--- config.mk ---
export PLATFORM = sky130hd
export DESIGN_NAME = memw_top
export DESIGN_NICKNAME = d
export VERILOG_FILES = /design/src/common/memw_pkg.sv /design/src/common/axi_pkg.sv /design/src/victim_buffer.sv /design/src/mem_write/dual_fifo.sv /design/src/mem_write/mem_write.sv /design/src/memw_top.sv
export VERILOG_INCLUDE_DIRS = /design/src /design/src/common
export SDC_FILE = /design/constraint.sdc
export NUM_CORES = 2
export LEC_CHECK = 0
export BUFFER_PORTS_ARGS = -buffer_cell sky130_fd_sc_hd__clkbuf_2
export CAP_MARGIN = 0
export CORE_UTILIZATION = 50
export CTS_CLUSTER_SIZE = 14
export DETAILED_ROUTE_END_ITERATION = 12
export GPL_ROUTABILITY_DRIVEN = 0
export PLACE_DENSITY = 0.75
export SYNTH_ARGS = -nofsm -noshare
export SYNTH_HDL_FRONTEND = slang
export SYNTH_SLANG_ARGS = --single-unit
--- constraint.sdc ---
create_clock -name i_clk -period 7.9 [get_ports i_clk]
set_input_delay 0.79 -clock i_clk [delete_from_list [all_inputs] [get_ports i_clk]]
set_output_delay 0.79 -clock i_clk [all_outputs]
set_load 0.01 [all_outputs]
--- src/common/memw_defines.svh ---
`ifndef MEMW_DEFINES_SVH
`define MEMW_DEFINES_SVH

// data word width in bits
`define MEMW_WORD_W 32

// words per cache line, sets the eviction burst length
`define MEMW_LINE_WORDS 8

// total request queue depth, half of it per source
`define MEMW_QUEUE_DEPTH 8

// byte address width
`define MEMW_ADDR_W 32

`endif

--- src/common/memw_pkg.sv ---
`default_nettype none

`include "memw_defines.svh"

package memw_pkg;

    typedef logic [`MEMW_WORD_W-1:0] word_t;

    // slot index inside one source
    typedef logic [$clog2(`MEMW_QUEUE_DEPTH / 2)-1:0] slot_t;

    // queue key, source bit above the slot
    typedef struct packed {
        logic  unc;  // 1 uncached store, 0 eviction
        slot_t slot;
    } key_t;

    // write request descriptor
    typedef struct packed {
        logic [`MEMW_ADDR_W-1:0]   addr;
        logic [7:0]                len;   // beats minus one
        logic [2:0]                size;
        logic [`MEMW_WORD_W/8-1:0] strb;
    } write_req_t;

endpackage

`default_nettype wire

--- src/common/axi_pkg.sv ---
`default_nettype none

package axi_pkg;

    typedef enum logic [1:0] {
        BURST_FIXED = 2'b00,
        BURST_INCR  = 2'b01
    } burst_t;

    typedef logic [2:0] size_t;
    typedef logic [1:0] resp_t;

    localparam size_t SIZE_1B = 3'b000;
    localparam size_t SIZE_2B = 3'b001;
    localparam size_t SIZE_4B = 3'b010;

    localparam resp_t RESP_OKAY   = 2'b00;
    localparam resp_t RESP_EXOKAY = 2'b01;
    localparam resp_t RESP_SLVERR = 2'b10;
    localparam resp_t RESP_DECERR = 2'b11;

endpackage

`default_nettype wire

--- src/victim_buffer.sv ---
`timescale 1ns/1ps
`default_nettype none

`include "memw_defines.svh"

module victim_buffer (
    input  logic                                    i_clk,
    input  logic                                    i_rst,
    input  logic                                    i_we,
    input  memw_pkg::slot_t                         i_wr_slot,
    input  memw_pkg::word_t [`MEMW_LINE_WORDS-1:0]  i_line,
    input  memw_pkg::slot_t                         i_rd_slot,
    output memw_pkg::word_t [`MEMW_LINE_WORDS-1:0]  o_line
);

    localparam int SLOTS = `MEMW_QUEUE_DEPTH / 2;

    // one evicted line per slot
    memw_pkg::word_t [`MEMW_LINE_WORDS-1:0] r_lines [SLOTS];

    always_ff @(posedge i_clk) begin
        if (i_rst) begin
            for (int s = 0; s < SLOTS; s++) begin
                r_lines[s] <= '0;
            end
        end else if (i_we) begin
            r_lines[i_wr_slot] <= i_line;  // whole line in one cycle
        end
    end

    // read by key slot when a burst starts
    assign o_line = r_lines[i_rd_slot];

endmodule

`default_nettype wire

--- src/mem_write/dual_fifo.sv ---
`timescale 1ns/1ps
`default_nettype none

`include "memw_defines.svh"

module dual_fifo #(
    parameter int DATA_W = 32
) (
    input  logic              i_clk,
    input  logic              i_rst,
    input  logic              i_push_a,
    input  logic [DATA_W-1:0] i_data_a,
    input  logic              i_push_b,
    input  logic [DATA_W-1:0] i_data_b,
    input  logic              i_pop,
    output logic [DATA_W-1:0] o_data,
    output logic              o_empty_a,
    output logic              o_empty_b,
    output logic              o_empty
);

    localparam int DEPTH = `MEMW_QUEUE_DEPTH;
    localparam int PTR_W = $clog2(DEPTH);
    localparam int CNT_W = $clog2(DEPTH / 2) + 1;

    logic [DATA_W-1:0] r_mem [DEPTH];
    logic              r_src [DEPTH];  // 1 when entry came from port a
    logic [PTR_W-1:0]  r_wptr;
    logic [PTR_W-1:0]  r_rptr;
    logic [CNT_W-1:0]  r_cnt_a;
    logic [CNT_W-1:0]  r_cnt_b;
    logic [PTR_W-1:0]  w_wptr_b;
    logic              w_pop;
    logic              w_pop_a;
    logic              w_pop_b;

    assign w_wptr_b = r_wptr + PTR_W'(i_push_a);  // b lands behind a on a double push
    assign w_pop    = i_pop && !o_empty;
    assign w_pop_a  = w_pop && r_src[r_rptr];
    assign w_pop_b  = w_pop && !r_src[r_rptr];

    always_ff @(posedge i_clk) begin
        if (i_push_a) begin
            r_mem[r_wptr] <= i_data_a;
            r_src[r_wptr] <= 1'b1;
        end
        if (i_push_b) begin
            r_mem[w_wptr_b] <= i_data_b;
            r_src[w_wptr_b] <= 1'b0;
        end
    end

    always_ff @(posedge i_clk) begin
        if (i_rst) begin
            r_wptr  <= '0;
            r_rptr  <= '0;
            r_cnt_a <= '0;
            r_cnt_b <= '0;
        end else begin
            r_wptr  <= w_wptr_b + PTR_W'(i_push_b);
            r_cnt_a <= r_cnt_a + CNT_W'(i_push_a) - CNT_W'(w_pop_a);
            r_cnt_b <= r_cnt_b + CNT_W'(i_push_b) - CNT_W'(w_pop_b);
            if (w_pop) begin
                r_rptr <= r_rptr + 1'b1;
            end
        end
    end

    assign o_data    = r_mem[r_rptr];  // head, combinational
    assign o_empty_a = (r_cnt_a == '0);
    assign o_empty_b = (r_cnt_b == '0);
    assign o_empty   = o_empty_a && o_empty_b;

endmodule

`default_nettype wire

--- src/mem_write/mem_write.sv ---
`timescale 1ns/1ps
`default_nettype none

`include "memw_defines.svh"

module mem_write (
    input  logic                                    i_clk,
    input  logic                                    i_rst,
    input  logic                                    i_evict_we,
    input  logic [`MEMW_ADDR_W-1:0]                 i_evict_addr,
    input  logic                                    i_unc_we,
    input  logic [`MEMW_ADDR_W-1:0]                 i_unc_addr,
    input  memw_pkg::word_t                         i_unc_data,
    input  logic [`MEMW_WORD_W/8-1:0]               i_unc_strb,
    input  memw_pkg::word_t [`MEMW_LINE_WORDS-1:0]  i_line,
    input  logic                                    i_axi_awready,
    input  logic                                    i_axi_wready,
    input  logic                                    i_axi_bvalid,
    output memw_pkg::slot_t                         o_evict_lock,
    output memw_pkg::slot_t                         o_line_slot,
    output logic                                    o_evict_full,
    output logic                                    o_unc_full,
    output logic                                    o_empty,
    output logic                                    o_busy,
    output logic                                    o_axi_awvalid,
    output logic [`MEMW_ADDR_W-1:0]                 o_axi_awaddr,
    output logic [7:0]                              o_axi_awlen,
    output axi_pkg::size_t                          o_axi_awsize,
    output axi_pkg::burst_t                         o_axi_awburst,
    output logic                                    o_axi_wvalid,
    output memw_pkg::word_t                         o_axi_wdata,
    output logic [`MEMW_WORD_W/8-1:0]               o_axi_wstrb,
    output logic                                    o_axi_wlast,
    output logic                                    o_axi_bready
);

    localparam int SLOTS  = `MEMW_QUEUE_DEPTH / 2;
    localparam int BEAT_W = $clog2(`MEMW_LINE_WORDS);
    localparam int STRB_W = `MEMW_WORD_W / 8;
    localparam int Q_W    = $bits(memw_pkg::key_t) + $bits(memw_pkg::write_req_t);

    typedef enum logic [1:0] {
        ST_IDLE,
        ST_ADDR,
        ST_DATA,
        ST_RESP
    } state_t;

    function automatic memw_pkg::slot_t first_free(input logic [SLOTS-1:0] occ);
        memw_pkg::slot_t idx;
        idx = '0;
        for (int i = SLOTS - 1; i >= 0; i--) begin
            if (!occ[i]) begin
                idx = memw_pkg::slot_t'(i);
            end
        end
        return idx;
    endfunction

    state_t                                 r_state;
    logic [SLOTS-1:0]                       r_occ_evict;
    logic [SLOTS-1:0]                       r_occ_unc;
    memw_pkg::word_t                        r_unc_word [SLOTS];
    logic                                   r_push_a;
    logic                                   r_push_b;
    memw_pkg::key_t                         r_key_a;
    memw_pkg::key_t                         r_key_b;
    memw_pkg::write_req_t                   r_req_a;
    memw_pkg::write_req_t                   r_req_b;
    memw_pkg::word_t [`MEMW_LINE_WORDS-1:0] r_data;
    logic [7:0]                             r_beat;
    memw_pkg::slot_t                        w_evict_lock;
    memw_pkg::slot_t                        w_unc_lock;
    logic [Q_W-1:0]                         w_head;
    memw_pkg::key_t                         w_head_key;
    memw_pkg::write_req_t                   w_head_req;
    logic                                   w_q_empty;
    logic                                   w_empty_a;
    logic                                   w_empty_b;
    logic                                   w_aw_hs;
    logic                                   w_b_hs;
    logic                                   w_last;

    assign w_evict_lock = first_free(r_occ_evict);
    assign w_unc_lock   = first_free(r_occ_unc);
    assign {w_head_key, w_head_req} = w_head;

    assign w_aw_hs = (r_state == ST_ADDR) && i_axi_awready;
    assign w_b_hs  = (r_state == ST_RESP) && i_axi_bvalid;
    assign w_last  = (r_beat == w_head_req.len);

    // request capture, pushed into the queue one cycle later
    always_ff @(posedge i_clk) begin
        if (i_unc_we) begin
            r_key_a <= '{unc: 1'b1, slot: w_unc_lock};
            r_req_a <= '{addr: i_unc_addr, len: 8'd0, size: axi_pkg::SIZE_4B, strb: i_unc_strb};
            r_unc_word[w_unc_lock] <= i_unc_data;
        end
        if (i_evict_we) begin
            r_key_b <= '{unc: 1'b0, slot: w_evict_lock};
            r_req_b <= '{addr: i_evict_addr, len: 8'(`MEMW_LINE_WORDS - 1),
                         size: axi_pkg::SIZE_4B, strb: {STRB_W{1'b1}}};
        end
        if (w_aw_hs) begin
            if (w_head_key.unc) begin
                r_data[0] <= r_unc_word[w_head_key.slot];
            end else begin
                r_data <= i_line;  // line from victim slot
            end
        end
    end

    always_ff @(posedge i_clk) begin
        if (i_rst) begin
            r_state     <= ST_IDLE;
            r_occ_evict <= '0;
            r_occ_unc   <= '0;
            r_push_a    <= 1'b0;
            r_push_b    <= 1'b0;
            r_beat      <= '0;
        end else begin
            r_push_a <= i_unc_we;
            r_push_b <= i_evict_we;
            if (i_unc_we) begin
                r_occ_unc[w_unc_lock] <= 1'b1;
            end
            if (i_evict_we) begin
                r_occ_evict[w_evict_lock] <= 1'b1;
            end
            if (w_b_hs) begin
                if (w_head_key.unc) begin
                    r_occ_unc[w_head_key.slot] <= 1'b0;
                end else begin
                    r_occ_evict[w_head_key.slot] <= 1'b0;
                end
            end
            case (r_state)
                ST_IDLE: begin
                    if (!w_q_empty) begin
                        r_state <= ST_ADDR;
                    end
                end
                ST_ADDR: begin
                    if (i_axi_awready) begin
                        r_state <= ST_DATA;
                        r_beat  <= '0;
                    end
                end
                ST_DATA: begin
                    if (i_axi_wready) begin
                        r_beat <= r_beat + 1'b1;
                        if (w_last) begin
                            r_state <= ST_RESP;
                        end
                    end
                end
                ST_RESP: begin
                    if (i_axi_bvalid) begin
                        r_state <= ST_IDLE;  // slot freed, head popped
                    end
                end
                default: r_state <= ST_IDLE;
            endcase
        end
    end

    dual_fifo #(
        .DATA_W (Q_W)
    ) u_queue (
        .i_clk     (i_clk),
        .i_rst     (i_rst),
        .i_push_a  (r_push_a),  // uncached goes first on a pair
        .i_data_a  ({r_key_a, r_req_a}),
        .i_push_b  (r_push_b),
        .i_data_b  ({r_key_b, r_req_b}),
        .i_pop     (w_b_hs),
        .o_data    (w_head),
        .o_empty_a (w_empty_a),
        .o_empty_b (w_empty_b),
        .o_empty   (w_q_empty)
    );

    assign o_evict_lock = w_evict_lock;
    assign o_line_slot  = w_head_key.slot;
    assign o_evict_full = &r_occ_evict;
    assign o_unc_full   = &r_occ_unc;
    assign o_empty      = w_empty_a && w_empty_b && !r_push_a && !r_push_b;
    assign o_busy       = (r_state != ST_IDLE);

    assign o_axi_awvalid = (r_state == ST_ADDR);
    assign o_axi_awaddr  = w_head_req.addr;
    assign o_axi_awlen   = w_head_req.len;
    assign o_axi_awsize  = axi_pkg::size_t'(w_head_req.size);
    assign o_axi_awburst = w_head_key.unc ? axi_pkg::BURST_FIXED : axi_pkg::BURST_INCR;
    assign o_axi_wvalid  = (r_state == ST_DATA);
    assign o_axi_wdata   = r_data[r_beat[BEAT_W-1:0]];
    assign o_axi_wstrb   = w_head_req.strb;
    assign o_axi_wlast   = (r_state == ST_DATA) && w_last;
    assign o_axi_bready  = 1'b1;

endmodule

`default_nettype wire

--- src/memw_top.sv ---
`timescale 1ns/1ps
`default_nettype none

`include "memw_defines.svh"

module memw_top (
    input  logic                                    i_clk,
    input  logic                                    i_rst,
    input  logic                                    i_evict_we,
    input  logic [`MEMW_ADDR_W-1:0]                 i_evict_addr,
    input  memw_pkg::word_t [`MEMW_LINE_WORDS-1:0]  i_evict_line,
    input  logic                                    i_unc_we,
    input  logic [`MEMW_ADDR_W-1:0]                 i_unc_addr,
    input  memw_pkg::word_t                         i_unc_data,
    input  logic [`MEMW_WORD_W/8-1:0]               i_unc_strb,
    input  logic                                    i_axi_awready,
    input  logic                                    i_axi_wready,
    input  logic                                    i_axi_bvalid,
    output logic                                    o_evict_full,
    output logic                                    o_unc_full,
    output logic                                    o_empty,
    output logic                                    o_busy,
    output logic                                    o_axi_awvalid,
    output logic [`MEMW_ADDR_W-1:0]                 o_axi_awaddr,
    output logic [7:0]                              o_axi_awlen,
    output axi_pkg::size_t                          o_axi_awsize,
    output axi_pkg::burst_t                         o_axi_awburst,
    output logic                                    o_axi_wvalid,
    output memw_pkg::word_t                         o_axi_wdata,
    output logic [`MEMW_WORD_W/8-1:0]               o_axi_wstrb,
    output logic                                    o_axi_wlast,
    output logic                                    o_axi_bready
);

    memw_pkg::slot_t                        w_dcache_lock;
    memw_pkg::slot_t                        w_line_slot;
    memw_pkg::word_t [`MEMW_LINE_WORDS-1:0] w_line;

    victim_buffer u_victim (
        .i_clk     (i_clk),
        .i_rst     (i_rst),
        .i_we      (i_evict_we),
        .i_wr_slot (w_dcache_lock),  // slot locked by the write unit
        .i_line    (i_evict_line),
        .i_rd_slot (w_line_slot),
        .o_line    (w_line)
    );

    mem_write u_write (
        .i_clk         (i_clk),
        .i_rst         (i_rst),
        .i_evict_we    (i_evict_we),
        .i_evict_addr  (i_evict_addr),
        .i_unc_we      (i_unc_we),
        .i_unc_addr    (i_unc_addr),
        .i_unc_data    (i_unc_data),
        .i_unc_strb    (i_unc_strb),
        .i_line        (w_line),
        .i_axi_awready (i_axi_awready),
        .i_axi_wready  (i_axi_wready),
        .i_axi_bvalid  (i_axi_bvalid),
        .o_evict_lock  (w_dcache_lock),
        .o_line_slot   (w_line_slot),
        .o_evict_full  (o_evict_full),
        .o_unc_full    (o_unc_full),
        .o_empty       (o_empty),
        .o_busy        (o_busy),
        .o_axi_awvalid (o_axi_awvalid),
        .o_axi_awaddr  (o_axi_awaddr),
        .o_axi_awlen   (o_axi_awlen),
        .o_axi_awsize  (o_axi_awsize),
        .o_axi_awburst (o_axi_awburst),
        .o_axi_wvalid  (o_axi_wvalid),
        .o_axi_wdata   (o_axi_wdata),
        .o_axi_wstrb   (o_axi_wstrb),
        .o_axi_wlast   (o_axi_wlast),
        .o_axi_bready  (o_axi_bready)
    );

endmodule

`default_nettype wire

==> impl_results.md <==
* Synth top cells by count: edfxtp_1 (1752), and2_1 (1244), nand2_1 (1101)
* Final Critical Period at 4.77 ns
* Crit path launch type: flop
* Clk buf depth at 3
* Most frequent cell after synthesis: edfxtp_1
* Layout cells sized above 1 at 0.174
* Leak pwr at 32.5 nW
* Root buffer cell: clkbuf_16
* CP Depth at 6
* # Post-CTS Setup Buffers at 0
* Required time worst endpoint at 7.11 ns
* Num CTS Buffers at between 150 and 200
* Flops & latches, synth at around 1800
* Top-level I/O count at 452
* Vias at around 51000
* Number of global-route vias before repair at between 40000 and 50000
* Synth-to-Final Area Change at 11.8%
* CTS Hold Bufs at 0
* Post-route ant nets at 0
* Largest net degree at the start of global routing at roughly 200
* Post-CTS Resized at 0
* Largest area contributor in the netlist: edfxtp_1
* Tot GR Track Use at 0.265
* Reg-to-Reg End: u_write.r_data[113]$_DFFE_PP_
* Period utilization at 0.604
* Setup Total Neg Slack at 0 ns
* Yosys top cell area share at 0.650
* DP Worst Slack at 2.92 ns
* Final Hold Violating Endpoints at 0
* CP Data Arrival Time at between 3 and 4 ns
* Synth Warn # at 0
* Number of port buffers at between 400 and 500
* Synthesized cell area at between 80000 and 90000 sq um
* Hold Path Stages at 1
* Cells after synthesis at about 6000
* R2R Setup Slk at 3.47 ns
* CTS tree: built
* Mean Syn Cell Area at ~13 sq um
* Outcome: finished clean
* PD cells at between 200 and 300 nW/um^2
* HP Start: i_unc_addr[0]
* WHS Endpoint: u_write.r_req_a[15]$_DFFE_PP_
* Crit-path leading delay family: multiplexers
* Worst-margin pin slew at 1.35 ns
* Initial antenna violation count at 91
* Most used cell, CP: mux2i_1
* H-tree depth at 4
* Clk sinks at roughly 1800
* Max-cap viol count at 0
* Initial Utilization at 0.504
* DRT Pass-1 Iters at 8
* Clk_skew at around 0.062 ns
* Final WL at about 220000 um
* First-pass GRT wire length at between 300000 and 400000 um
* Post-synth EDFFs at between 1500 and 2000
* Core area at between 150000 and 200000 sq um
* Total die area at roughly 160000 sq um
* Worst Setup End Kind: output pin
* Min-Delay Path Class: input port to flop
* Critical path's slowest cell: buf_4
* Pins Over Slew Limit at 0
* Final-stage net count at 6687
* Slew headroom at 0.0927
* FP Rows at ~150
* Crit Path Category: flop to output pin
* Initial DRC Count at 6466
* Peak VDD IR at 0.273 mV
* Post-synth top flop: edfxtp_1
* Worst setup margin at between 3 and 4 ns
* Detailed placement HPWL at ~130000 um
* Grt ovf at 0
* Die width at between 400 and 500 um
* Register area share after synthesis at 0.672
* R2R cell count at 9
* Asr flop ratio synth at 0
* CP cell instances: buf_4 > mux4_2 > mux2i_1 > mux2i_1 > and3_1 > clkbuf_2
* RSZ-0062 raised after global routing: false
* Worst skew pair latency at around 0.83 ns
* CP bufs+invs at 2
* Critical path's largest stage delay at between 0.8 and 0.9 ns
* Largest fanout on the critical path at between 60 and 70
* Clk slew on worst S/H paths at around 0.06 ns
* DRC Markers at 0
* Achievable frequency at between 200 and 250 MHz
* Routed len/inst at approximately 25 um
* Die Ht at 404 um
* Distinct cells, synth at 51
* Final setup viols at 0
* Via density per instance at about 5.9
* Area contributors post-synth: edfxtp_1 (65%), and2_1 (9.6%), nand2_1 (5.1%)
-- cell usage in the layout (no fill, tap or decap), types with 27 or more instances in the layout --
master,instances
a221oi_2,29
mux2i_1,74
dfxtp_1,85
clkinv_2,31
a31oi_1,226
edfxtp_1,1752
clkbuf_2,444
clkinv_1,41
buf_4,65
and2_1,1242
nand2_1,1101
a211oi_1,228
nand3_1,184
mux4_2,144
clkbuf_1,43
diode_2,27
clkbuf_16,189
nor2_1,65
o21ai_0,139
o22ai_1,32
mux2_2,132
-- logic make-up after synthesis --
| group | Yosys count | synth area share |
|---|---|---|
| AO/OA/AOI/OAI | 673 | 0.0568 |
| XOR/XNOR | 15 | 0.00162 |
| adder cells (fa/ha/maj) | 16 | 0.00266 |
| buffers and inverters | 534 | 0.0308 |
| flip-flops | 1843 | 0.672 |
| multiplexers | 352 | 0.0681 |
| other | 2 | 0.0000928 |
| AND/OR/NAND/NOR | 2673 | 0.167 |
-- metrics by stage --
stage / hold WS [ns] / instances / utilization / cell area (sq um) / power, mW
CTS: 0.0964 / 8623 / 0.563 / 90400 / 23.5
detailed placement: 0.435 / 8281 / 0.526 / 84400 / 14.9
floorplan: 0.418 / 6116 / - / 81000 / 13.8
global placement: 0.426 / 8281 / 0.526 / 84400 / 14.8
global route: 0.110 / 8639 / 0.563 / 90400 / 24.2
finish: 0.140 / 8650 / 0.563 / 90500 / 23.5
-- sequential cells by signal, indices dropped and copies added, names as in the netlist, 8 cells and up, named ones only --
name / count
u_write.r_req_b: 32
u_write.u_queue.r_mem: 320
u_write.r_unc_word: 128
u_write.r_req_a: 36
u_write.u_queue.r_src: 8
u_victim.r_lines: 1024
u_write.r_data: 256
u_write.r_beat: 8
-- where the power goes --
part / internal, mW / switching, mW
logic: 1.01 / 1.84
clock network: 4.94 / 3.78
registers: 11.5 / 0.364
-- cell type report --
cell class                 instances  area [sq um]
fill                           12500         70100
sequential                      1843         54400
multi-input combinational       3739         24200
clock buffer                     239          4960
timing repair buffer             522          3020
tap                             2160          2700
clock inverter                   103          1040
antenna                           27          67.6
inverter                          17          63.8
-- how the worst max path moves through the flow --
stage                        from                                    end  slack (ns)
finish                       flop                            o_axi_wlast        3.13
global route                 flop                            o_axi_wlast        3.05
CTS                          flop                            o_axi_wlast        3.10
detailed placement          i_rst  u_victim.r_lines[2][87]$_SDFFCE_PN0P_        2.92
global placement            i_rst  u_victim.r_lines[2][87]$_SDFFCE_PN0P_        2.95
floorplan           i_axi_awready          u_write.r_data[100]$_DFFE_PP_        0.46
-- worst reg2reg max path: stages (launching register included) --
cell and delay, ns:
dfxtp_2 1.04, buf_4 0.55, mux2i_1 0.24, nand2_1 0.10
nand4_1 0.14, buf_4 0.31, buf_12 0.61, buf_4 0.89
a211oi_1 0.19, a31oi_1 0.22
-- metal layers --
layer | wire length [um] | track usage
met1 | 81700 | 0.344
met2 | 104000 | 0.420
met3 | 26100 | 0.0760
met4 | 8080 | 0.106
met5 | 561 | 0
(Power assumes the default switching activity.)
